===== config.mk =====
export PLATFORM = sky130hd
export DESIGN_NAME = decode_stage
export DESIGN_NICKNAME = d
export VERILOG_FILES = /design/src/hdl/isa_pkg.sv /design/src/hdl/decode_stage.sv
export SDC_FILE = /design/constraint.sdc
export NUM_CORES = 2
export LEC_CHECK = 0
export BUFFER_PORTS_ARGS = -buffer_cell sky130_fd_sc_hd__buf_4
export CAP_MARGIN = 10
export CORE_MARGIN = 2
export CORE_UTILIZATION = 60
export DETAILED_ROUTE_END_ITERATION = 7
export PLACE_DENSITY = 0.79
export SYNTH_ARGS = -nofsm -noshare
export SYNTH_HDL_FRONTEND = slang
export SYNTH_SLANG_ARGS = --single-unit
export TNS_END_PERCENT = 1

===== constraint.sdc =====
create_clock -name fpga_clk -period 8.75 [get_ports fpga_clk]
set_clock_uncertainty 0.15 [all_clocks]
set_input_delay 2.625 -clock fpga_clk [delete_from_list [all_inputs] [get_ports fpga_clk]]
set_output_delay 2.625 -clock fpga_clk [all_outputs]
set_load 0.02 [all_outputs]

===== src/hdl/isa_pkg.sv =====
package isa_pkg;

    localparam int XLEN = 32;

    typedef logic [XLEN-1:0] word_t;
    typedef logic [4:0]      reg_addr_t;

    // Opcodes, bits 31:26
    localparam logic [5:0] OP_RTYPE = 6'h00;
    localparam logic [5:0] OP_ADDIU = 6'h09;
    localparam logic [5:0] OP_ORI   = 6'h0d;
    localparam logic [5:0] OP_LUI   = 6'h0f;
    localparam logic [5:0] OP_LW    = 6'h23;
    localparam logic [5:0] OP_SW    = 6'h2b;

    // R-format funct, bits 5:0
    localparam logic [5:0] FN_ADDU = 6'h21;
    localparam logic [5:0] FN_SUBU = 6'h23;
    localparam logic [5:0] FN_AND  = 6'h24;
    localparam logic [5:0] FN_OR   = 6'h25;
    localparam logic [5:0] FN_SLT  = 6'h2a;

    typedef enum logic [2:0] {
        ALU_ADD = 3'd0,             // Zero value, so a bubble decodes as add
        ALU_SUB = 3'd1,
        ALU_AND = 3'd2,
        ALU_OR  = 3'd3,
        ALU_SLT = 3'd4,
        ALU_LUI = 3'd5
    } alu_op_e;

    typedef struct packed {
        logic    reg_write;
        logic    mem_read;
        logic    mem_write;
        logic    alu_src_imm;       // Operand B from immediate
        alu_op_e alu_op;
    } ctrl_t;

    typedef struct packed {
        word_t instr;
    } if_id_t;

    typedef struct packed {
        ctrl_t     ctrl;
        word_t     rs_val;
        word_t     rt_val;
        word_t     imm;             // Already extended
        reg_addr_t rs;
        reg_addr_t rt;
        reg_addr_t dest;
    } id_ex_t;

    typedef struct packed {
        ctrl_t     ctrl;
        word_t     alu_result;      // Also the memory address
        word_t     store_data;
        reg_addr_t dest;
    } ex_mem_t;

    typedef struct packed {
        logic      reg_write;
        word_t     wb_data;
        reg_addr_t dest;
    } mem_wb_t;

endpackage


===== src/hdl/decode_stage.sv =====
`timescale 1ns/1ps

module decode_stage (
    input  logic             fpga_clk,
    input  logic             fpga_rst,
    input  isa_pkg::if_id_t  if_id_i,
    input  isa_pkg::id_ex_t  ex_load_i,
    input  isa_pkg::mem_wb_t wb_i,
    output logic             stall_o,
    output isa_pkg::id_ex_t  id_ex_o
);
    import isa_pkg::*;

    word_t      regs [32];
    logic [5:0] opcode;
    logic [5:0] funct;
    reg_addr_t  rs;
    reg_addr_t  rt;
    reg_addr_t  rd;
    logic [15:0] imm16;
    ctrl_t      ctrl;
    logic       zero_ext;
    logic       wb_en;

    assign opcode = if_id_i.instr[31:26];
    assign rs     = if_id_i.instr[25:21];
    assign rt     = if_id_i.instr[20:16];
    assign rd     = if_id_i.instr[15:11];
    assign imm16  = if_id_i.instr[15:0];
    assign funct  = if_id_i.instr[5:0];

    assign wb_en = wb_i.reg_write && (wb_i.dest != '0);   // $0 never written

    always_ff @(posedge fpga_clk) begin
        if (fpga_rst) begin
            regs <= '{default: '0};
        end else if (wb_en) begin
            regs[wb_i.dest] <= wb_i.wb_data;
        end
    end

    always_comb begin
        ctrl = '0;                          // Unknown encodings stay no-ops
        case (opcode)
            OP_RTYPE: begin
                ctrl.reg_write = 1'b1;
                case (funct)
                    FN_ADDU: ctrl.alu_op = ALU_ADD;
                    FN_SUBU: ctrl.alu_op = ALU_SUB;
                    FN_AND:  ctrl.alu_op = ALU_AND;
                    FN_OR:   ctrl.alu_op = ALU_OR;
                    FN_SLT:  ctrl.alu_op = ALU_SLT;
                    default: ctrl.reg_write = 1'b0;
                endcase
            end
            OP_ADDIU: begin
                ctrl.reg_write   = 1'b1;
                ctrl.alu_src_imm = 1'b1;
            end
            OP_ORI: begin
                ctrl.reg_write   = 1'b1;
                ctrl.alu_src_imm = 1'b1;
                ctrl.alu_op      = ALU_OR;
            end
            OP_LUI: begin
                ctrl.reg_write   = 1'b1;
                ctrl.alu_src_imm = 1'b1;
                ctrl.alu_op      = ALU_LUI;
            end
            OP_LW: begin
                ctrl.reg_write   = 1'b1;
                ctrl.mem_read    = 1'b1;
                ctrl.alu_src_imm = 1'b1;
            end
            OP_SW: begin
                ctrl.mem_write   = 1'b1;
                ctrl.alu_src_imm = 1'b1;
            end
            default: ;
        endcase
    end

    // Logical immediates are zero-extended
    assign zero_ext = (opcode == OP_ORI) || (opcode == OP_LUI);

    always_comb begin
        id_ex_o.ctrl   = ctrl;
        // Same-cycle write-back is seen by the read
        id_ex_o.rs_val = (rs == '0) ? '0 :
                         (wb_en && wb_i.dest == rs) ? wb_i.wb_data : regs[rs];
        id_ex_o.rt_val = (rt == '0) ? '0 :
                         (wb_en && wb_i.dest == rt) ? wb_i.wb_data : regs[rt];
        id_ex_o.imm    = zero_ext ? {16'h0, imm16} : {{16{imm16[15]}}, imm16};
        id_ex_o.rs     = rs;
        id_ex_o.rt     = rt;
        id_ex_o.dest   = (opcode == OP_RTYPE) ? rd : rt;
    end

    // Load in execute feeding this instruction
    assign stall_o = ex_load_i.ctrl.mem_read && (ex_load_i.dest != '0) &&
                     ((ex_load_i.dest == rs) || (ex_load_i.dest == rt));

endmodule


Word-level counts from Yosys, hierarchy flattened --
Index checks and enable logic that the tools add are counted.
Word-level totals: bits in registers 1024, bits in latches 0, memory bits (writable) 0, bits in read-only memories 0, input port bits 190, memories kept 0
Operators by class: $add $sub $neg 0, $mul 0, divide/modulo/power cells 0, magnitude comparators 4, equality and inequality tests 14, shift-type cells 0, muxes and demuxes 22, bitwise logic cells 3, reduce and logical (&&, ||, !) cells 16
Operators by type and width (count):
- $bwmux W1024 | 1
- $bmux W32 S5 | 2
- $mux W32 | 10
- $demux W32 S5 | 1
- $eq A6 B6 Y1 const B | 7
- $eq A5 B5 Y1 | 4
- $eq A6 B4 Y1 const B | 3
- $ge A6 B6 Y1 const B | 3
- $not A5 Y6 | 3
- $pmux W3 S4 | 1
- $logic_not A5 Y1 | 2
- $reduce_bool A5 Y1 | 2
- $reduce_or A5 Y1 | 2
- $pmux W3 S3 | 1
- $logic_and A1 B1 Y1 | 6
- $logic_not A6 Y1 | 1
- $lt A6 B1 Y1 const B | 1
- $mux W5 | 1
- $mux W1 | 4
- $reduce_or A4 Y1 | 1
- $logic_or A1 B1 Y1 | 2
- $pmux W1 S2 | 1

Depth between registers and ports, before layout --
depth after elaboration 6, gate-level depth with buffers 10

Worst setup path after synthesis --
OpenSTA, ideal clock, no wires.
path kind input port to output port, from in wb_i[2] (netlist bit), to out id_ex_o[100] (netlist bit), arrival time 4.610 ns, data required time 5.975 ns, slack 1.365 ns, stages 8, path through buf_2 or3_4 o31ai_4 or3_1 buf_2 buf_4 nor2_1 nor4b_1
RTL lines:
- from (decl) | line decode_stage.sv:8 | input isa_pkg::mem_wb_t wb_i,
- to (decl) | line decode_stage.sv:10 | output isa_pkg::id_ex_t id_ex_o

==> results.sh <==
export IMPL_crit_path_frequent_cell="buf_4"
export IMPL_ios=309
export IMPL_r2r_start="regs[678]"
export IMPL_final_cell_mix="2025 x nand2_1, 1024 x dfxtp_1, 994 x a21oi_1"
export IMPL_die_h_um=300
export IMPL_cellLeakagePower_nw=18.8
export IMPL_ys_flop_type="dfxtp_1"
export IMPL_area_growth_pct=9.15
export IMPL_crit_arrival_ps=5580
export IMPL_core_um2=86800
export IMPL_die_area_um2=90000
export IMPL_worstPathMaxFanout=38
export IMPL_synth_area_top_cells="dfxtp_1 39%, mux4_2 23%, nand2_1 15%"
export IMPL_io_buffers=186
export IMPL_slew_violations=0
export IMPL_cts_htree_levels=3
export IMPL_finalHoldViolCount=0
export IMPL_largest_reg_flops=1024
export IMPL_grt_pass1_vias=46500
export IMPL_die_x_um=300
export IMPL_synth_warnings=0
export IMPL_hp_class="reg2reg"
export IMPL_cts_tree="done"
export IMPL_min_path_cells=2
export IMPL_cts_hold_fix_buffers=0
export IMPL_wl_per_cell_um=27.5
export IMPL_dpl_cell_area_um2=54000
export IMPL_synth_seq_cells=1024
export IMPL_cts_root_buf="clkbuf_16"
export IMPL_nets=5844
export IMPL_maxCapViolations=0
export IMPL_dp_hpwl_um=107000
export IMPL_row_count=108
export IMPL_overflow=0
export IMPL_power_total_mw=10.1
export IMPL_synth_top_area_share_pct=39.0
export IMPL_crit_path_start_kind="input port"
export IMPL_fin_setup_tns_ps=0
export IMPL_drive_gt1_share_pct=19.2
export IMPL_seq_area_frac_synth_pct=39.0
export IMPL_place_congestion=0.922
export IMPL_syn_inst=5915
export IMPL_outcome="finished with violations"
export IMPL_synth_nets=6105
export IMPL_grt_pass1_wl_um=279000
export IMPL_ant_nets=0
export IMPL_finalSetupViolCount=0
export IMPL_grt_max_degree=230
export IMPL_cp_slowest_cell="nor4b_1"
export IMPL_syn_mean_instance_area_um2=8.89
export IMPL_post_cts_resized=0
export IMPL_ff2ff_path_depth=2
export IMPL_cts_buffers=101
export IMPL_synth_cell_types=51
export IMPL_drt_iter0_markers=8536
export IMPL_min_from="regs[405]"
export IMPL_vias_per_cell=7.01
export IMPL_dr_pass1_iters=8
export IMPL_tightest_slew_ps=1300
export IMPL_final_min_clock_period_ps=8350
export IMPL_top_register="regs"
export IMPL_synth_edff_count=0
export IMPL_critPathMaxStageDelay_ps=710
export IMPL_required_ps=5980
export IMPL_crit_type="in2out"
export IMPL_fin_crit_sh_pct=95.4
export IMPL_top_regs="regs: 1024 flops"
export IMPL_drc=7
export IMPL_stdcell_area_um2=57400
export IMPL_cts_buffer_depth=3
export IMPL_cts_sinks=1024
export IMPL_syn_cell_area_um2=52600
export IMPL_grt_usage_pct=41.0
export IMPL_crit_path_end_kind="output pin"
export IMPL_rsz0062_at_grt="false"
export IMPL_slew_limit_headroom_pct=13.0
export IMPL_cp_cell_sequence="clkbuf_8 > xnor2_1 > nand4_1 > o31ai_4 > buf_4 > nor2_1 > nor4b_1 > buf_4"
export IMPL_cts_setup_buffers=0
export IMPL_yosysTopAreaCell="dfxtp_1"
export IMPL_final_fill_count=6579
export IMPL_min_to="regs[405]"
export IMPL_fmax_ghz=0.120
export IMPL_vias=48400
export IMPL_clkTransAtPathRegs_ps=60
export IMPL_powerDensity_nw_per_um2=177
export IMPL_r2r_end="regs[678]"
export IMPL_final_util_pct=66.1
export IMPL_async_flop_share_pct=0
export IMPL_routed_wl_um=189000
export IMPL_insertion_delay_ps=670
export IMPL_vdd_drop_max_uv=225
export IMPL_violations="DRC"
export IMPL_grt_antenna_before_repair=17
export IMPL_final_common_cell="nand2_1"
export IMPL_initial_core_util_pct=60.6
export IMPL_regToRegSetupSlack_ps=7840
[worst max path at each step]
stage | depth (start not counted) | start | endpoint | slack [ps]
3_3_place_gp | 8 | if_id_i[23] | id_ex_o[92] | 660
2_1_floorplan | 8 | wb_i[2] | id_ex_o[100] | 1370
5_1_grt | 8 | if_id_i[23] | id_ex_o[84] | 360
4_1_cts | 8 | if_id_i[23] | id_ex_o[92] | 690
6_report | 8 | if_id_i[23] | id_ex_o[84] | 400
3_5_place_dp | 8 | wb_i[2] | id_ex_o[104] | 700
[cells in the mapped netlist (2+ instances only)]
master	number
a21oi_1	994
a22oi_1	63
and2_1	3
buf_1	14
buf_2	145
buf_4	71
buf_6	9
clkbuf_1	428
clkbuf_2	3
dfxtp_1	1024
inv_1	6
inv_2	2
mux2_2	6
mux2i_1	96
mux4_2	543
nand2_1	2057
nand2b_1	5
nand3_1	7
nand3b_1	4
nand4_1	3
nor2_1	143
nor2b_1	43
nor3_1	36
nor3b_1	4
nor4_1	10
nor4b_1	23
o21ai_0	29
o22ai_1	94
o31ai_1	4
or2_2	2
or3_1	4
or4_1	2
xnor2_1	12
xor2_1	9
[power breakdown]
| part | switching (mW) | leakage [nW] | internal, mW |
|---|---|---|---|
| clock network | 1.93 | 1.64 | 2.51 |
| registers | 0.0249 | 8.25 | 4.69 |
| logic | 0.662 | 8.88 | 0.309 |
[layer usage]
layer / up-vias / global-route usage (%) / wire length (um)
met4: 20 / 28.0 / 14800
met2: 4317 / 59.6 / 80700
li1: 20000 / - / -
met1: 22900 / 51.0 / 61900
met3: 1116 / 15.2 / 31800
met5: - / 0.794 / 224
[critical path: cells and delay by family]
family	cells	cell delay, ps
buffers and inverters	3	1020
AND/OR/NAND/NOR	3	990
AO/OA/AOI/OAI	1	680
XOR/XNOR	1	190
[cell families (layout without fill, tap and decap cells)]
logic type,Yosys count,count (layout),share of synthesized area (%)
muxes,645,645,25.2
DFF,1024,1024,39.0
AOI/OAI and AO/OA,1194,1194,12.0
other,0,7,0
and+or+nand+nor,2353,2353,17.6
buffers and inverters,678,497,5.83
xor gates and xnor gates,21,21,0.350
[per-stage QoR]
step	instances	hold WS, ps	worst slack [ps]
final	6896	314	398
after global routing	6891	333	364
after global placement	6706	299	663
after floorplan	5915	293	1370
after CTS	6889	315	693
after detailed placement	6706	306	699
[layout make-up]
class	instances	area, um2	area share [%]
Clock buffer	157	3090	5.39
Sequential cell	1024	20500	35.7
Tap cell	1155	1450	2.52
Clock inverter	26	249	0.434
Timing Repair Buffer	306	2640	4.60
Multi-Input combinational cell	4213	29400	51.2
Antenna cell	7	17.5	0.0305
Inverter	8	30.0	0.0523
No activity file was read; power rests on OpenSTA's default activity.
