<file path="src/hdl/io_map_pkg.sv">
package io_map_pkg;

    // Top 1 KiB of the address space is I/O
    localparam logic [31:0] IO_BASE = 32'hFFFF_FC00;

    localparam int IO_OFFSET_W = 10;

    // Register offsets inside the I/O region
    localparam logic [IO_OFFSET_W-1:0] LED_OFFSET    = 10'h060;
    localparam logic [IO_OFFSET_W-1:0] SWITCH_OFFSET = 10'h070;

    localparam int LED_WIDTH    = 24;
    localparam int SWITCH_WIDTH = 24;

endpackage

</file>
<file path="src/hdl/io_bus_if.sv">
`timescale 1ns/1ps

interface io_bus_if;
    logic        rd;                // Level, held for the whole access
    logic        wr;                // One-cycle strobe
    logic [31:0] addr;
    logic [31:0] wdata;
    logic [31:0] rdata;             // Combinational answer to rd

    modport host (
        output rd, wr, addr, wdata,
        input  rdata
    );

    modport port (
        input  rd, wr, addr, wdata,
        output rdata
    );
endinterface

</file>
<file path="src/hdl/io_ports.sv">
`timescale 1ns/1ps

module io_ports (
    input  logic                                fpga_clk,
    input  logic                                fpga_rst,
    io_bus_if.port                              bus,
    input  logic [io_map_pkg::SWITCH_WIDTH-1:0] switch_i,
    output logic [io_map_pkg::LED_WIDTH-1:0]    led_o
);
    import io_map_pkg::*;

    logic [IO_OFFSET_W-1:0] offset;

    // Region already decoded by the host
    assign offset = bus.addr[IO_OFFSET_W-1:0];

    always_ff @(posedge fpga_clk) begin
        if (fpga_rst) begin
            led_o <= '0;
        end else if (bus.wr && offset == LED_OFFSET) begin
            led_o <= bus.wdata[LED_WIDTH-1:0];
        end
    end

    always_comb begin
        bus.rdata = '0;                     // Unmapped offsets read zero
        if (bus.rd && offset == SWITCH_OFFSET) begin
            bus.rdata = 32'(switch_i);
        end
    end

endmodule

</file>
<file path="src/flat_wrapper.sv">
// flat-port wrapper written by rule: the top's interface ports become plain ports
module io_ports_flat import io_map_pkg::*;
  (fpga_clk, fpga_rst, switch_i, led_o, bus_rd, bus_wr, bus_addr, bus_wdata, bus_rdata);
  io_bus_if bus_i ();
  input  logic fpga_clk;
  input  logic fpga_rst;
  input  logic [io_map_pkg::SWITCH_WIDTH-1:0] switch_i;
  output logic [io_map_pkg::LED_WIDTH-1:0] led_o;
  input wire logic [$bits(bus_i.rd)-1:0] bus_rd;
  input wire logic [$bits(bus_i.wr)-1:0] bus_wr;
  input wire logic [$bits(bus_i.addr)-1:0] bus_addr;
  input wire logic [$bits(bus_i.wdata)-1:0] bus_wdata;
  output wire logic [$bits(bus_i.rdata)-1:0] bus_rdata;
  assign bus_i.rd = bus_rd;
  assign bus_i.wr = bus_wr;
  assign bus_i.addr = bus_addr;
  assign bus_i.wdata = bus_wdata;
  assign bus_rdata = bus_i.rdata;
  io_ports u_core (.fpga_clk(fpga_clk), .fpga_rst(fpga_rst), .bus(bus_i), .switch_i(switch_i), .led_o(led_o));
endmodule
</file>
<file path="config.mk">
export PLATFORM = sky130hd
export DESIGN_NAME = io_ports_flat
export DESIGN_NICKNAME = d
export VERILOG_FILES = /design/src/hdl/io_map_pkg.sv /design/src/hdl/io_bus_if.sv /design/src/hdl/io_ports.sv /design/src/flat_wrapper.sv
export SDC_FILE = /design/constraint.sdc
export NUM_CORES = 1
export LEC_CHECK = 0
export BUFFER_PORTS_ARGS = -buffer_cell sky130_fd_sc_hd__buf_4
export CORE_MARGIN = 2
export CORE_UTILIZATION = 37
export CTS_BUF_LIST = sky130_fd_sc_hd__clkbuf_16
export DETAILED_ROUTE_END_ITERATION = 8
export HOLD_SLACK_MARGIN = 0.12
export PLACE_DENSITY = 0.95
export SYNTH_ARGS = -nofsm -noshare
export SYNTH_HDL_FRONTEND = slang
export SYNTH_SLANG_ARGS = --single-unit
</file>
<file path="constraint.sdc">
create_clock -name fpga_clk -period 3.3 [get_ports fpga_clk]
set_input_delay 0.165 -clock fpga_clk [delete_from_list [all_inputs] [get_ports fpga_clk]]
set_output_delay 0.165 -clock fpga_clk [all_outputs]
set_load 0.01 [all_outputs]
</file>
Word level (Yosys, flattened, before mapping)
Cells that the tools add are included.

Equality and inequality tests: 2. Muxes and demuxes: 1. Reductions and logical operators: 2.

Operators by type and width (number): $mux W24 (1); $eq A10 B7 Y1 const B (2); $logic_and A1 B1 Y1 (2).

Register bits after elaboration: 24. Input bits: 92. Output and inout bits: 56. Logic and storage cells: 6.

Longest topological paths before layout
Gate-level depths: netlist (run 1).

Depth in word-level cells: 3. Gate-level depth with buffers: 4. Depth with buffers taken out: 3.

Least setup slack after synthesis (run 1)
OpenSTA, ideal clock, no wires.

Path kind: input port to output port. From: input port bus_addr[3]. To: output port bus_rdata[10]. Arrival time: 1.532 ns. Required time: 3.135 ns. Setup slack: 1.603 ns. Stages: 4. Path buffers: 1. Cell sequence: or4_1 -> nor4_2 -> clkbuf_1 -> and2_1.

Word-level cells in the longest chain between the ends: 3.

RTL lines: start: declaration (line flat_wrapper.sv:11) `input wire logic [$bits(bus_i.addr)-1:0] bus_addr;`; $eq A10 B7 Y1 (line io_ports.sv:27) `if (bus.rd && offset == SWITCH_OFFSET) begin`; $logic_and A1 B1 Y1 (line io_ports.sv:27); $mux W24 (line io_ports.sv:27); end: declaration (line flat_wrapper.sv:13) `output wire logic [$bits(bus_i.rdata)-1:0] bus_rdata;`.

No other way between the ends.

Worst setup path after layout (run 1)
From: input port bus_addr[3]. To: output port bus_rdata[23].

The elaborated chain is that of the path after synthesis.

==> results of run 1 <==
[routing by layer]
metal	vias to the layer above	track usage, %
li1	653	-
met1	565	17.31
met2	64	30.73
met3	0	4.688
met4	0	3.191
met5	-	0
[logic make-up after synthesis]
family	count (synthesis)
buffers and inverters	18
flip-flops	24
multiplexers	24
other	1
AND/OR/NAND/NOR	78
[power by group through the flow]
stage	combinational, mW	sequential, mW	clock (mW)
floorplan	0.0348	0.296	0
global placement	0.0818	0.296	0
detailed placement	0.0841	0.296	0
CTS	0.0842	0.290	0.264
global route	0.0914	0.290	0.277
finish	0.0833	0.290	0.254
[worst max-delay path by stage]
stage	from	endpoint	slack, ps
finish	bus_addr[3]	bus_rdata[23]	1510
global route	bus_addr[3]	bus_rdata[23]	1410
CTS	bus_addr[3]	bus_rdata[23]	1490
detailed placement	bus_addr[3]	u_core.led_o[22]	1460
global placement	bus_addr[3]	bus_rdata[23]	1480
floorplan	bus_addr[3]	bus_rdata[10]	1600
[cell usage in the layout (no fill, tap or decap)]
cell type,instances
nand2_1,1
mux2i_1,24
and2_1,24
conb_1,8
dfxtp_1,24
buf_4,111
or4_1,1
clkbuf_16,3
nand2b_1,49
or4b_4,1
clkinv_1,1
nor4_4,1
inv_2,1
nor4_2,1
[area by class of cell]
cell class                      instances  area [um^2]  share of cell area, %
Multi-Input combinational cell        110        785.8                  35.08
Timing Repair Buffer                  111        833.3                  37.21
Inverter                                1        3.754                 0.1676
Tap cell                               46        57.56                  2.570
Clock inverter                          1        3.754                 0.1676
Sequential cell                        24        480.5                  21.45
Clock buffer                            3        75.07                  3.352
[through the flow]
step | cells | area (um^2) | utilization (%) | setup WS [ps] | hold WS, ps
2_1_floorplan | 152 | 1379 | - | 1603 | 320.3
3_3_place_gp | 292 | 2161 | 63.26 | 1484 | 432.0
3_5_place_dp | 292 | 2161 | 63.26 | 1455 | 443.9
4_1_cts | 296 | 2240 | 65.57 | 1490 | 174.4
5_1_grt | 296 | 2240 | 65.57 | 1405 | 183.4
6_report | 296 | 2240 | 65.57 | 1508 | 177.4
[worst max-delay path, stage by stage]
cell,delay (ps)
buf_4,100
or4_1,600
nor4_2,240
buf_4,240
and2_1,160
buf_4,120
==> flow_summary_export.csv, run 1 <==
group,metric,value,unit
worst_setup_path,r2r_slack,2720,ps
global_routing,grt_pass1_wl,5395,um
cts,htree_levels,1,
worst_setup_path,cp_data_required_time,3130,ps
cts,post-cts-setup-buffer-count,0,
synthesis,synthAdderAreaFrac,0,%
synthesis,synthXorXnorAreaFrac,0,%
global_routing,grt_overflow,0,
synthesis,ys_top_cells_by_count,"nand2b_1, and2_1, dfxtp_1, mux2i_1, buf_4",
pwr,power.internal,0.5099,mW
final_layout,largest_reg_flops,24,
place,gp_congestion,0.7041,
global_routing,grt_pass1_vias,1214,
synthesis,seq_area_frac_synth,35.52,%
worst_setup_path,r2r-start,"u_core.led_o[16]",
synthesis,synthesis.area,0.001353,mm^2
drt,ant_nets,0,
pwr,power_frac_seq,46.2,%
synthesis,yosysTopAreaCell,"dfxtp_1",
cts,clock-sinks,24,
sta,setup_tns,0,ps
sta,fmax,557.9,MHz
synthesis,synth-edff-count,0,
worst_hold_path,hold_path_class,"in -> reg",
synthesis,syn_avg_cell_area,9.328,um^2
sta,skew,0,ps
worst_setup_path,startpoint_type,"input port",
cts,post_cts_resized,0,
final_layout,drive_gt1_share,47.20,%
worst_setup_path,crit_type,"in -> out",
final_layout,reg.largest.list,"u_core.led_o (24)",
worst_setup_path,cp.arrival,1630,ps
pwr,fin_total_pwr,0.6270,mW
drt,routedWlPerCell,11.45,um
cts,hold_buffers,0,
die,die-area,0.004155,mm^2
synthesis,synth_compound_area_share,0,%
drt,vias,1282,
final_layout,final_nets,343,
outcome,outcome,"finished clean",
worst_setup_path,rr_worst_depth,2,
synthesis,ys_async_sr_fraction,0,%
die,dieHeight,64.46,um
cts,clkTransAtPathRegs,60,ps
drt,drt_iter0_markers,56,
drt,totalWireLength,3389,um
drt,met2_wirelength,1776,um
worst_setup_path,endpoint_kind,"primary output",
synthesis,yosys_warnings,0,
pwr,vdd_ir_drop_max,163.0,uV
die,die_w,64.46,um
global_routing,antenna_found_initial,0,
sta,period_share,54.32,%
drt,drc,0,
cts,cts_made_buffers,3,
cts,clkLatencyLatePin,250,ps
die,coreArea,0.003416,mm^2
cts,cts_root_buf,"clkbuf_16",
drt,viasPerCell,4.331,
synthesis,ys_top_cells_by_area,"dfxtp_1, nand2b_1, mux2i_1, and2_1, buf_4",
global_routing,grt_max_degree,49,
run,drv_cap,0,
final_layout,n_fill_cell,294,
sta,rsz0062_at_grt,"false",
global_routing,track_usage,16.02,%
synthesis,synth_most_common_cell,"nand2b_1",
synthesis,syn_inst,145,
die,pin_count,148,
worst_hold_path,hold_start,"bus_wdata[2]",
sta,setup-violations-final,0,
synthesis,synthSimpleGateAreaFrac,38.11,%
synthesis,synth_cell_types,14,
pwr,power_frac_clock,40.5,%
cts,cts_buffer_depth,2,
sta,timing.final.hold_violations,0,
pwr,p_leak,1.048,nW
pwr,comb_power_share,13.3,%
synthesis,synth_top_area_share,35.52,%
synthesis,ys.flop_type,"dfxtp_1",
die,rows,21,
drt,firstDrtPassIters,4,
cts,cts_tree,"done",
worst_setup_path,r2r-end,"u_core.led_o[16]",
worst_hold_path,min_to,"u_core.led_o[2]",
place,io_buffers,109,
drt,met3_length,367,um
pwr,switching_share,18.68,%
synthesis,synth_top_family_by_area,"simple AND/OR/NAND/NOR gates",
die,initial_core_util,39.60,%
synthesis,ys_ff_latch,24,
drt,top_layer,"met3",
synthesis,muxShareOfSynthArea,17.76,%
sta,period_needed,1792,ps
pwr,p_switching,0.1172,mW
drt,drt-met1-wl,1245,um
place,place_hpwl,2702,um
final_layout,area_growth,65.59,%
final_layout,diodes,0,
worst_hold_path,whs_path_depth,3,
pwr,powerDensity,280.0,mW/mm^2
sta,drv_slew,0,
worst_setup_path,crit_fanout,24,
final_layout,regMostFlops,"u_core.led_o",
Power figures use the tool's default switching activity.
==> inputs of run 2 (changes only) <==
--- a/config.mk
+++ b/config.mk
@@ -7,11 +7,11 @@
 export LEC_CHECK = 0
 export BUFFER_PORTS_ARGS = -buffer_cell sky130_fd_sc_hd__buf_4
 export CORE_MARGIN = 2
-export CORE_UTILIZATION = 37
+export CORE_UTILIZATION = 31
 export CTS_BUF_LIST = sky130_fd_sc_hd__clkbuf_16
 export DETAILED_ROUTE_END_ITERATION = 8
 export HOLD_SLACK_MARGIN = 0.12
-export PLACE_DENSITY = 0.95
+export PLACE_DENSITY = 0.89
 export SYNTH_ARGS = -nofsm -noshare
 export SYNTH_HDL_FRONTEND = slang
 export SYNTH_SLANG_ARGS = --single-unit
==> constraint.sdc (replaced) <==
create_clock -name fpga_clk -period 1.46 [get_ports fpga_clk]
set_input_delay 0.073 -clock fpga_clk [delete_from_list [all_inputs] [get_ports fpga_clk]]
set_output_delay 0.073 -clock fpga_clk [all_outputs]
set_load 0.01 [all_outputs]
==> run 2 against run 1 <==
The flow now finishes with violations (negative setup slack). Sequential share of layout area is 3.3 points lower. Core utilization shrank 3.5 points. Clock skew did not move. Via count up 11%. Total power increased to 2.7 times the previous value. Cell count increased by 11%. Critical path depth did not move. Count of clock-buffer cells in the layout unchanged. Register-to-register slack worse by 1900 ps. Largest power group is now clock. Highest routed layer is now met4.
==> flow_summary_export.csv, run 2 (synthesis gave the netlist of run 1 again) <==
group,metric,value,unit
outcome,outcome,"complete, but fails checks",
outcome,violations,"negative setup slack",
place,placed_area,0.002185,mm^2
final_layout,n_fill_cell,360,
pwr,p_leak,1.214,nW
drt,drt_iter0_markers,42,
sta,rsz0062_at_grt,"true",
worst_setup_path,r2r_slack,820,ps
final_layout,layout_common_cells,"buf_4, nand2b_1, mux2i_1, dlygate4sd3_1, dfxtp_1",
die,initial_core_util,31.72,%
worst_setup_path,cp_common_cell,"buf_4",
final_layout,mostFrequentLayoutCell,"buf_4",
final_layout,final_nets,370,
sta,drv_slew,0,
global_routing,grt_max_degree,49,
cts,cts_buffer_depth,2,
drt,ant_nets,0,
worst_setup_path,worstPathCellList,"buf_4 > or4b_4 > nor4_4 > buf_6 > and2_1 > buf_4",
place,dp_slack,-190.2,ps
drt,viasPerCell,4.316,
global_routing,grt_pass1_wl,6175,um
drt,firstDrtPassIters,4,
die,die-area,0.004908,mm^2
place,placedCellCount,298,
pwr,p_switching,0.3111,mW
final_layout,area_growth,95.74,%
pwr,fin_total_pwr,1.688,mW
drt,totalWireLength,4173,um
global_routing,grt_overflow,0,
place,io_buffers,109,
pwr,powerDensity,637.5,mW/mm^2
pwr,vdd_ir_drop_max,417.6,uV
pwr,switching_share,18.43,%
cts,clkLatencyLatePin,250,ps
die,coreArea,0.004264,mm^2
sta,timing.final.hold_violations,0,
worst_setup_path,cp_data_required_time,1390,ps
worst_hold_path,hold_path_class,"in -> reg",
final_layout,final_cells,329,
die,die_w,70.06,um
place,place_hpwl,2665,um
pwr,power.internal,1.377,mW
sta,period_share,111.7,%
cts,cts_root_buf,"clkbuf_16",
place,gp_congestion,0.7032,
drt,drc,0,
worst_setup_path,crit_type,"in -> out",
final_layout,post-route-cell-area,0.002648,mm^2
global_routing,track_usage,15.07,%
worst_setup_path,endpoint_kind,"primary output",
die,rows,24,
final_layout,reg.largest.list,"u_core.led_o (24)",
sta,fmax,613.0,MHz
global_routing,antenna_found_initial,0,
sta,period_needed,1631,ps
sta,setup-violations-final,25,
worst_setup_path,startpoint_type,"input port",
worst_setup_path,slowest_delay,570,ps
sta,skew,0,ps
worst_setup_path,cp.arrival,1560,ps
final_layout,finish.utilization,62.09,%
run,drv_cap,0,
die,dieHeight,70.06,um
cts,cts_tree,"done",
cts,htree_levels,1,
pwr,power_frac_seq,38.8,%
final_layout,diodes,0,
global_routing,grt_pass1_vias,1438,
worst_setup_path,crit_fanout,12,
sta,setup_ws,-171.4,ps
cts,clkTransAtPathRegs,60,ps
drt,routedWlPerCell,12.68,um
drt,vias,1420,
cts,cts_made_buffers,3,
final_layout,largest_reg_flops,24,
cts,clock-sinks,24,
worst_setup_path,slowest_stage,"or4b_4",
final_layout,regMostFlops,"u_core.led_o",
pwr,power_frac_clock,46.2,%
die,pin_count,148,
pwr,comb_power_share,15.0,%
final_layout,drive_gt1_share,48.74,%
run 2: worst paths after layout:
check / from / endpoint / cells after the start
setup / recovery: bus_addr[7] / bus_rdata[9] / 6
hold / removal: fpga_rst / u_core.led_o[1] / 3
setup reg to reg: u_core.led_o[9] / u_core.led_o[9] / 2
hold reg to reg: u_core.led_o[20] / u_core.led_o[20] / 2
run 2: area by class of cell:
| type | instances | area (um^2) | share of cell area, % |
|---|---|---|---|
| multi-input combinational | 110 | 828.3 | 31.29 |
| inverter | 1 | 3.754 | 0.1418 |
| sequential | 24 | 480.5 | 18.15 |
| tap | 52 | 65.06 | 2.457 |
| timing repair buffer | 138 | 1165 | 44.00 |
| clock buffer | 3 | 75.07 | 2.836 |
| clock inverter | 1 | 30.03 | 1.134 |
run 2: metal layers:
layer	GRT usage (%)	up-vias	wire, um
li1	-	708	-
met1	15.43	637	1596
met2	29.31	64	2203
met3	4.040	11	289
met4	4.701	0	83
met5	0	-	0
run 2: stage by stage:
step	TNS, ps	hold slack [ps]
2_1_floorplan	-2667	228.3
3_3_place_gp	-4710	339.4
3_5_place_dp	-6664	353.5
4_1_cts	-3112	362.9
5_1_grt	-5260	382.8
6_report	-3324	359.4
run 2: timing repair:
item,CTS,global route
gates resized for setup,0,33
gates cloned,0,2
hold buffers,24,0
pin swaps,0,14
buffers inserted,0,1
setup endpoints to repair,24,24
hold endpoints to repair,24,0
run 2: critical path: cells and delay by family:
kind / cells / cell delay (ps)
and+or+nand+nor: 3 / 1050
buffers and inverters: 3 / 420
run 2: power groups by stage:
stage          Sequential [mW]  Clock [mW]  Combinational (mW)
3_5_place_dp             0.670           0               0.193
5_1_grt                  0.654       0.836               0.271
6_report                 0.655       0.780               0.253
2_1_floorplan            0.670           0              0.0792
4_1_cts                  0.655       0.797               0.245
3_3_place_gp             0.670           0               0.188
