## config.mk

```make
export PLATFORM = sky130hd
export DESIGN_NAME = execute_stage
export DESIGN_NICKNAME = d
export VERILOG_FILES = /design/src/hdl/isa_pkg.sv /design/src/hdl/execute_stage.sv
export SDC_FILE = /design/constraint.sdc
export NUM_CORES = 1
export LEC_CHECK = 0
export BUFFER_PORTS_ARGS = -buffer_cell sky130_fd_sc_hd__buf_2
export CAP_MARGIN = 30
export CORE_MARGIN = 2
export CORE_UTILIZATION = 46
export DETAILED_ROUTE_END_ITERATION = 10
export PLACE_DENSITY = 0.92
export SLEW_MARGIN = 10
export SYNTH_ARGS = -nofsm -noshare
export SYNTH_HDL_FRONTEND = slang
export SYNTH_SLANG_ARGS = --single-unit
```

## constraint.sdc

```tcl
create_clock -name vclk -period 5.06
set_clock_uncertainty 0.15 [all_clocks]
set_input_delay 0.506 -clock vclk [all_inputs]
set_output_delay 0.506 -clock vclk [all_outputs]
set_load 0.01 [all_outputs]
```

## src/hdl/isa_pkg.sv

```systemverilog
package isa_pkg;

    localparam int XLEN = 32;

    typedef logic [XLEN-1:0] word_t;
    typedef logic [4:0]      reg_addr_t;

    // Opcodes, bits 31:26
    localparam logic [5:0] OP_RTYPE = 6'h00;
    localparam logic [5:0] OP_ADDIU = 6'h09;
    localparam logic [5:0] OP_ORI   = 6'h0d;
    localparam logic [5:0] OP_LUI   = 6'h0f;
    localparam logic [5:0] OP_LW    = 6'h23;
    localparam logic [5:0] OP_SW    = 6'h2b;

    // R-format funct, bits 5:0
    localparam logic [5:0] FN_ADDU = 6'h21;
    localparam logic [5:0] FN_SUBU = 6'h23;
    localparam logic [5:0] FN_AND  = 6'h24;
    localparam logic [5:0] FN_OR   = 6'h25;
    localparam logic [5:0] FN_SLT  = 6'h2a;

    typedef enum logic [2:0] {
        ALU_ADD = 3'd0,             // Zero value, so a bubble decodes as add
        ALU_SUB = 3'd1,
        ALU_AND = 3'd2,
        ALU_OR  = 3'd3,
        ALU_SLT = 3'd4,
        ALU_LUI = 3'd5
    } alu_op_e;

    typedef struct packed {
        logic    reg_write;
        logic    mem_read;
        logic    mem_write;
        logic    alu_src_imm;       // Operand B from immediate
        alu_op_e alu_op;
    } ctrl_t;

    typedef struct packed {
        word_t instr;
    } if_id_t;

    typedef struct packed {
        ctrl_t     ctrl;
        word_t     rs_val;
        word_t     rt_val;
        word_t     imm;             // Already extended
        reg_addr_t rs;
        reg_addr_t rt;
        reg_addr_t dest;
    } id_ex_t;

    typedef struct packed {
        ctrl_t     ctrl;
        word_t     alu_result;      // Also the memory address
        word_t     store_data;
        reg_addr_t dest;
    } ex_mem_t;

    typedef struct packed {
        logic      reg_write;
        word_t     wb_data;
        reg_addr_t dest;
    } mem_wb_t;

endpackage

```

## src/hdl/execute_stage.sv

```systemverilog
`timescale 1ns/1ps

module execute_stage (
    input  isa_pkg::id_ex_t  id_ex_i,
    input  isa_pkg::ex_mem_t ex_mem_fwd_i,
    input  isa_pkg::mem_wb_t mem_wb_fwd_i,
    output isa_pkg::ex_mem_t ex_mem_o
);
    import isa_pkg::*;

    word_t op_a;
    word_t fwd_b;
    word_t op_b;
    word_t result;
    logic  mem_hit_a;
    logic  mem_hit_b;
    logic  wb_hit_a;
    logic  wb_hit_b;

    // Nearer stage wins
    assign mem_hit_a = ex_mem_fwd_i.ctrl.reg_write && (ex_mem_fwd_i.dest != '0) &&
                       (ex_mem_fwd_i.dest == id_ex_i.rs);
    assign mem_hit_b = ex_mem_fwd_i.ctrl.reg_write && (ex_mem_fwd_i.dest != '0) &&
                       (ex_mem_fwd_i.dest == id_ex_i.rt);
    assign wb_hit_a  = mem_wb_fwd_i.reg_write && (mem_wb_fwd_i.dest != '0) &&
                       (mem_wb_fwd_i.dest == id_ex_i.rs);
    assign wb_hit_b  = mem_wb_fwd_i.reg_write && (mem_wb_fwd_i.dest != '0) &&
                       (mem_wb_fwd_i.dest == id_ex_i.rt);

    assign op_a  = mem_hit_a ? ex_mem_fwd_i.alu_result :
                   wb_hit_a  ? mem_wb_fwd_i.wb_data    : id_ex_i.rs_val;
    assign fwd_b = mem_hit_b ? ex_mem_fwd_i.alu_result :
                   wb_hit_b  ? mem_wb_fwd_i.wb_data    : id_ex_i.rt_val;
    assign op_b  = id_ex_i.ctrl.alu_src_imm ? id_ex_i.imm : fwd_b;

    always_comb begin
        case (id_ex_i.ctrl.alu_op)
            ALU_ADD: result = op_a + op_b;
            ALU_SUB: result = op_a - op_b;
            ALU_AND: result = op_a & op_b;
            ALU_OR:  result = op_a | op_b;
            ALU_SLT: result = {31'h0, $signed(op_a) < $signed(op_b)};
            ALU_LUI: result = {op_b[15:0], 16'h0};
            default: result = '0;
        endcase
    end

    assign ex_mem_o.ctrl       = id_ex_i.ctrl;
    assign ex_mem_o.alu_result = result;
    assign ex_mem_o.store_data = fwd_b;             // sw needs the forwarded rt
    assign ex_mem_o.dest       = id_ex_i.dest;

endmodule

```

==> results.md, run 1 <==
- Status: aborted with a tool error
- Fail Step: 5_1_grt
- Error: [ERROR GRT-0232] Routing congestion too high. Check the congestion heatmap in the GUI.
- Boundary pin count: 308
- Initial Utilization: 46.8%
- Dpl hpwl: 24900 um
- Syn Inst Count: 1050
- Die Ht: 128 um
- Mapped Nets: 1380
- Proportion of netlist area held by the largest area contributor: 17.0%
- Most common cell in the netlist: nand2_1
- Die width: 128 um
- Global route overflow: 71
- Worst ep type: top-level output
- Synth cell count leaders: 114 x nand2_1, 105 x inv_1, 105 x o21ai_0
- Port buffer count: 254
- Area contributors post-synth: ha_1 17%, mux2i_1 12%, o21ai_0 7.4%
- Syn avg cell area: approximately 6.7 sq um
- Largest net degree at the start of global routing: 38
- Seq/Total Area, Yosys: 0%
- GP Congestion: 1.07
- Post-Synthesis Cell Area: 0.00706 sq mm
- GR repair worst EP: ex_mem_o[61]
- Tot GR Track Use: around three quarters
- Yosys top cell by area: ha_1
- YS warnings: 0
- Std-Cell Rows: 45
- Count of cell types in the netlist: 83
- DP Cell Count: 1616
cells by family after synthesis:
kind of cell | share of synthesized area (%)
compound gates | 35.0
simple gates | 17.7
buf+inv | 11.4
mux | 15.5
fa+ha+maj | 17.6
xor+xnor | 2.73
what timing repair did:
action / CTS
gates cloned: 0
pin swaps: 48
hold buffers: 0
setup buffers: 44
endpoints found under the setup margin: 21
gates resized for setup: 142
hold endpoints to repair: 0
per-layer routing:
metal  GRT overflow  global-route usage [%]
met2             34                    87.1
met3              5                    65.5
met4             24                    73.4
met1              4                    73.0
met5              4                    36.8
stage by stage:
step | worst slack, ps | setup TNS, ps | cell area, sq um | hold slack [ps] | utilization [%]
after floorplan | -4.82 | -4.82 | 7210 | 954 | -
after global placement | -411 | -5470 | 9890 | 862 | 65.6
after detailed placement | -601 | -8310 | 9890 | 862 | 65.6
after CTS | -348 | -2710 | 10800 | 862 | 71.9
==> inputs of run 2 (changes only) <==
CORE_UTILIZATION = 40   (was 46)
PLACE_DENSITY = not set   (was 0.92)
PLACE_DENSITY_LB_ADDON = 0.15   (was not set)
clock period = 6.6 ns   (was 5.06 ns; I/O delays follow)
==> results.md, run 2 <==
- Most common cell after layout, fill and taps aside: buf_2
- Iter 0 DRT Violations: 688
- Total power: ~0.00094 W
- Die footprint: 0.0187 sq mm
- Fin crit period: 6380 ps
- Synth cell count leaders: 114 x nand2_1, 105 x inv_1, 105 x o21ai_0 (unchanged)
- # clk buffers: 0
- Setup WS post-layout: 218 ps
- Mapped Nets: 1380 (unchanged)
- Status: completed (was aborted with a tool error)
- Slew @ Worst Pin: 910 ps
- Pwr/cell area: 109 mW/mm^2
- Core ar.: 0.0173 sq mm
- Boundary pin count: 308 (unchanged)
- DRT Pass-1 Iters: 5
- Largest net degree at the start of global routing: 49
- CP Cell Sequence: buf_2 -> or4_4 -> o21ai_4 -> nor4_4 -> buf_4 -> buf_4 -> mux2i_1 -> o21ai_0 -> mux2i_1 -> inv_1 -> ha_1 -> nand2_1 -> nor4b_1 -> a211oi_1 -> o211ai_1 -> o221ai_1 -> a21oi_1 -> nand2_1 -> or4b_1 -> o211ai_1 -> buf_2
- Final max-slew violation count: 0
- Syn avg cell area: 6.73 sq um (unchanged)
- Proportion of netlist area held by the largest area contributor: 17.0% (unchanged)
- Final #Nets: 1603
- Dpl hpwl: 24100 um (was 24900 um)
- Kind of critical path: in2out
- Final ANT Viol Nets: 0
- Setup crit end kind: primary output
- DRC viols: 0
- Storage cell area: 0 sq um
- Initial Utilization: 40.8% (was 46.8%)
- YS warnings: 0 (unchanged)
- Tot GR Track Use: ~30%
- Vias in the first global route: 8310
- Hold buffers post-CTS: 0 (unchanged)
- FF+latch count: 0
- Peak supply drop: 60.4 uV
- Yosys top cell by area: ha_1 (unchanged)
- Max FO, Critical Path: 20
- Std-Cell Rows: 48 (was 45)
- GP Congestion: 0.978 (was 1.07)
- Filler cells: 1798
- Global route overflow: 0
- Initial antenna violation count: 3
- Vias/cell: around 5.9
- Slowest-stage cell, CP: or4_4
- Share of cells above drive strength 1: 28.6%
- Finished Layout Cells: 1499
- RSZ-0062 raised after global routing: no
- Count of cell types in the netlist: 83 (unchanged)
- Worst endpoint data arrival time: 5570 ps
- Worst min path class: in2out
- Post-Synthesis Cell Area: 0.00706 sq mm (unchanged)
- Detailed Route WL: a little under 30000 um
- Max-cap violation count: 0
- Seq/Total Area, Yosys: 0% (unchanged)
- Die Ht: 137 um (was 128 um)
- First-pass GRT wire length: 44200 um
- Top achievable clock speed: 157 MHz
- Crit path largest cell delay: 540 ps
- Worst EP required: 5790 ps
- Hold Vio Cnt, Final: 0
- Slew Limit Headroom: between 30% and 40%
- Area contributors post-synth: ha_1 17%, mux2i_1 12%, o21ai_0 7.4% (unchanged)
- DP Worst Slack: 177 ps (was -601 ps)
- Final period util: 96.7%
- Most common cell in the netlist: nand2_1 (unchanged)
- Area growth, synth to finish: 22.7%
- Die width: 137 um (was 128 um)
- P_leak: 4.04 nW
- Fin Setup TNS: 0 ps
- DP Cell Count: 1493 (was 1616)
- Final setup fails: 0
- Vias: a little under 9000
- Worst Setup Start Kind: input pin
- Port buffer count: 254 (unchanged)
- Syn Inst Count: 1050 (unchanged)
- Most frequent cells in the layout: 254 x buf_2, 114 x nand2_1, 105 x o21ai_0, 105 x inv_1, 96 x ha_1
- Routed WL per cell: between 15 and 20 um
[run 2: cell counts after synthesis]
No cell type changed its count.
[run 2: final timing paths]
| kind | cells past startpoint | to | slack [ps] | from |
|---|---|---|---|---|
| worst max-delay path | 21 | ex_mem_o[67] | 220 | mem_wb_fwd_i[3] |
| worst min-delay path | 0 | ex_mem_o[1] | 1170 | id_ex_i[1] |
[run 2: cell type report]
| type | count | area [sq um] | share of cell area (%) |
|---|---|---|---|
| Multi-Input combinational cell | 859 | 6300 | 72.7 |
| Timing Repair Buffer | 306 | 1680 | 19.4 |
| Inverter | 106 | 398 | 4.59 |
| Tap cell | 225 | 282 | 3.25 |
| Antenna cell | 3 | 7.51 | 0.0867 |
[run 2: what timing repair did]
action                                 CTS  global route
setup buffers                            0             2
endpoints found under the hold margin    0             0
resized for setup                        0             4
setup endpoints to repair                0            11
[run 2: through the flow]
| stage | cell area (sq um) | hold slack (ps) | util, % |
|---|---|---|---|
| floorplan | 7060 | 1260 | - |
| global route | 8660 | 1170 | 50.1 |
| CTS | 8610 | 1170 | 49.8 |
| finish | 8660 | 1170 | 50.1 |
| detailed placement | 8610 | 1170 | 49.8 |
| global placement | 8610 | 1170 | 49.8 |
[run 2: where the power goes]
part | internal [W] | leakage [nW] | switching, W
Combinational | 0.000376 | 4.04 | 0.000564
Clock | 0.0000000000688 | 0.0000190 | 0
Sequential | 0 | 0 | 0
Total | 0.000376 | 4.04 | 0.000564
[run 2: worst max-delay path, delay by kind of cell]
family,cells,cell delay (ps)
fa+ha+maj,1,240
simple gates,6,1340
mux,2,400
buf+inv,5,870
compound gates,7,2040
[run 2: cells by family (layout without fill, tap and decap cells)]
family / Yosys count / in the layout / share of synthesized area, %
other: 0 / 3 / 0
buffers and inverters: 191 / 412 / 11.4
AND/OR/NAND/NOR: 265 / 265 / 17.7
AO/OA/AOI/OAI: 367 / 367 / 35.0
XOR/XNOR: 22 / 22 / 2.73
adder cells (fa/ha/maj): 98 / 98 / 17.6
multiplexers: 107 / 107 / 15.5
[run 2: per-layer routing]
layer	GRT usage, %	up-vias	wire (um)
met1	35.9	4079	11800
met2	53.6	402	13900
met3	3.59	61	2250
met5	0	-	16
li1	-	4236	-
met4	11.6	2	1110
Note: power is estimated with default switching activity, not from simulation.
==> inputs of run 3 (changes only) <==
MAX_ROUTING_LAYER = met4   (was not set)
==> results.md, run 3 (synthesized netlist as in run 2, its figures left out) <==
- Status: completed (unchanged)
- Peak supply drop: 47.5 uV (was 60.4 uV)
- Die Ht: 137 um (unchanged)
- Final setup fails: 0 (unchanged)
- Die footprint: 0.0187 sq mm (unchanged)
- Max-cap violation count: 0 (unchanged)
- Finished Layout Cells: 1496 (was 1499)
- Core ar.: 0.0173 sq mm (unchanged)
- Tot GR Track Use: 30.6% (was 29.8%)
- Vias: 8771 (was 8780)
- Detailed Route WL: 29100 um (about the same)
- Switching Power: 0.000564 W (about the same)
- Initial Utilization: 40.8% (unchanged)
- # clk buffers: 0 (unchanged)
- Pwr/cell area: 109 mW/mm^2 (about the same)
- P_leak: 4.03 nW (was 4.04 nW)
- Fin crit period: 6400 ps (was 6380 ps)
- Clock Power Share: 0% (about the same)
- Multi-input logic area: 0.00628 sq mm (was 0.00630 sq mm)
- Internal: 0.000377 W (was 0.000376 W)
- Vias/cell: 5.86 (about the same)
- Most common cell after layout, fill and taps aside: buf_2 (unchanged)
- Initial antenna violation count: 1 (was 3)
- Std-Cell Rows: 48 (unchanged)
- FF+latch count: 0 (unchanged)
- Port buffer count: 254 (unchanged)
- Worst min path class: in2out (unchanged)
- Hold buffers post-CTS: 0 (unchanged)
- CP startpoint: mem_wb_fwd_i[3] (unchanged)
- Filler cells: 1889 (was 1798)
- Hold path startpoint: id_ex_i[116] (was id_ex_i[1])
- Slew @ Worst Pin: 906 ps (was 910 ps)
- Hold Vio Cnt, Final: 0 (unchanged)
- DRC viols: 0 (unchanged)
- Combinational fraction of design power: 100.0% (about the same)
- Die width: 137 um (unchanged)
- Max FO, Critical Path: 3 (was 20)
- Sw Ratio: 59.9% (was 60.0%)
- First-pass GRT wire length: 43900 um (was 44200 um)
- Share of cells above drive strength 1: 28.6% (about the same)
- Boundary pin count: 308 (unchanged)
- Iter 0 DRT Violations: 795 (was 688)
- Slew Limit Headroom: 39.6% (was 39.3%)
- Worst endpoint data arrival time: 5590 ps (was 5570 ps)
- Final max-slew violation count: 0 (unchanged)
- DP Cell Count: 1493 (unchanged)
- Vias in the first global route: 8331 (was 8310)
- Storage cell area: 0 sq um (unchanged)
- Routed WL per cell: 19.4 um (about the same)
- DRT Pass-1 Iters: 5 (unchanged)
- Final ANT Viol Nets: 0 (unchanged)
- Fin Setup TNS: 0 ps (unchanged)
- Top achievable clock speed: 156 MHz (was 157 MHz)
- Largest net degree at the start of global routing: 49 (unchanged)
- Most frequent cells in the layout: 254 x buf_2, 114 x nand2_1, 105 x inv_1, 104 x o21ai_0, 96 x ha_1 (was 254 x buf_2, 114 x nand2_1, 105 x o21ai_0, 105 x inv_1, 96 x ha_1)
- Final #Nets: 1602 (was 1603)
- Util after Layout: 49.9% (was 50.1%)
- Worst EP required: 5790 ps (about the same)
- Dpl hpwl: 24100 um (about the same)
- Worst Setup Start Kind: input pin (unchanged)
- Kind of critical path: in2out (unchanged)
- Area growth, synth to finish: 22.3% (was 22.7%)
- Final period util: 96.9% (was 96.7%)
- GP Congestion: 0.994 (was 0.978)
- Global route overflow: 0 (unchanged)
- Setup crit end kind: primary output (unchanged)
- Sequential power share: 0% (about the same)
## run 3: cell count changes in the layout (fill, tap and decap cells not counted), sizes merged
| cell | change |
|---|---|
| clkbuf | -1 |
| diode | -2 |
## run 3: final timing paths
| check | slack (ps) | cells past startpoint | end |
|---|---|---|---|
| worst max-delay path | 200 | 21 | ex_mem_o[65] |
| worst min-delay path | 1170 | 0 | ex_mem_o[74] |
## run 3: power by group through the flow
stage	logic, W	registers, W	clock network [W]
after floorplan	0.000601	0	0
after global placement	0.000916	0	0
after detailed placement	0.000921	0	0
after CTS	0.000926	0	0
after global routing	0.00103	0	0.0000000000203
final	0.000941	0	0.0000000000204
## run 3: through the flow
stage          setup WS, ps  area, sq um  total power, W  hold slack, ps
2_1_floorplan          1020         7060        0.000601            1260
3_3_place_gp            185         8610        0.000916            1170
3_5_place_dp            151         8610        0.000921            1170
4_1_cts                 143         8610        0.000926            1170
5_1_grt               -3.11         8640         0.00103            1170
6_report                204         8640        0.000941            1170
## run 3: area by class of cell
type	instances	share of cell area, %
Antenna cell	1	0.0290
Multi-Input combinational cell	859	72.8
Inverter	106	4.61
Tap cell	225	3.26
Timing Repair Buffer	305	19.3
## run 3: repair_timing
item	4_1_cts	5_1_grt
setup buffers	0	2
endpoints found under the setup margin	0	14
resized for setup	0	4
## run 3: metal layers
metal / share of wire (%) / GRT usage, % / wire [um]
met1: 43 / 36.6 / 12400
met2: 46 / 52.8 / 13400
met3: 6.2 / 2.44 / 1820
met4: 5.0 / 12.8 / 1450
met5: 0 / - / 0
## run 3: critical path, stage by stage
cell	delay, ps
buf_2	130
or4_4	540
o21ai_4	200
nor4_4	50
buf_4	160
mux2i_1	180
o21ai_0	150
mux2_2	340
ha_1	260
fa_1	500
a21oi_2	190
o21ai_1	160
a221o_1	400
o211ai_1	450
o221a_2	310
nor4_1	50
buf_4	150
a41oi_1	270
o21bai_1	110
a21o_1	180
buf_2	140
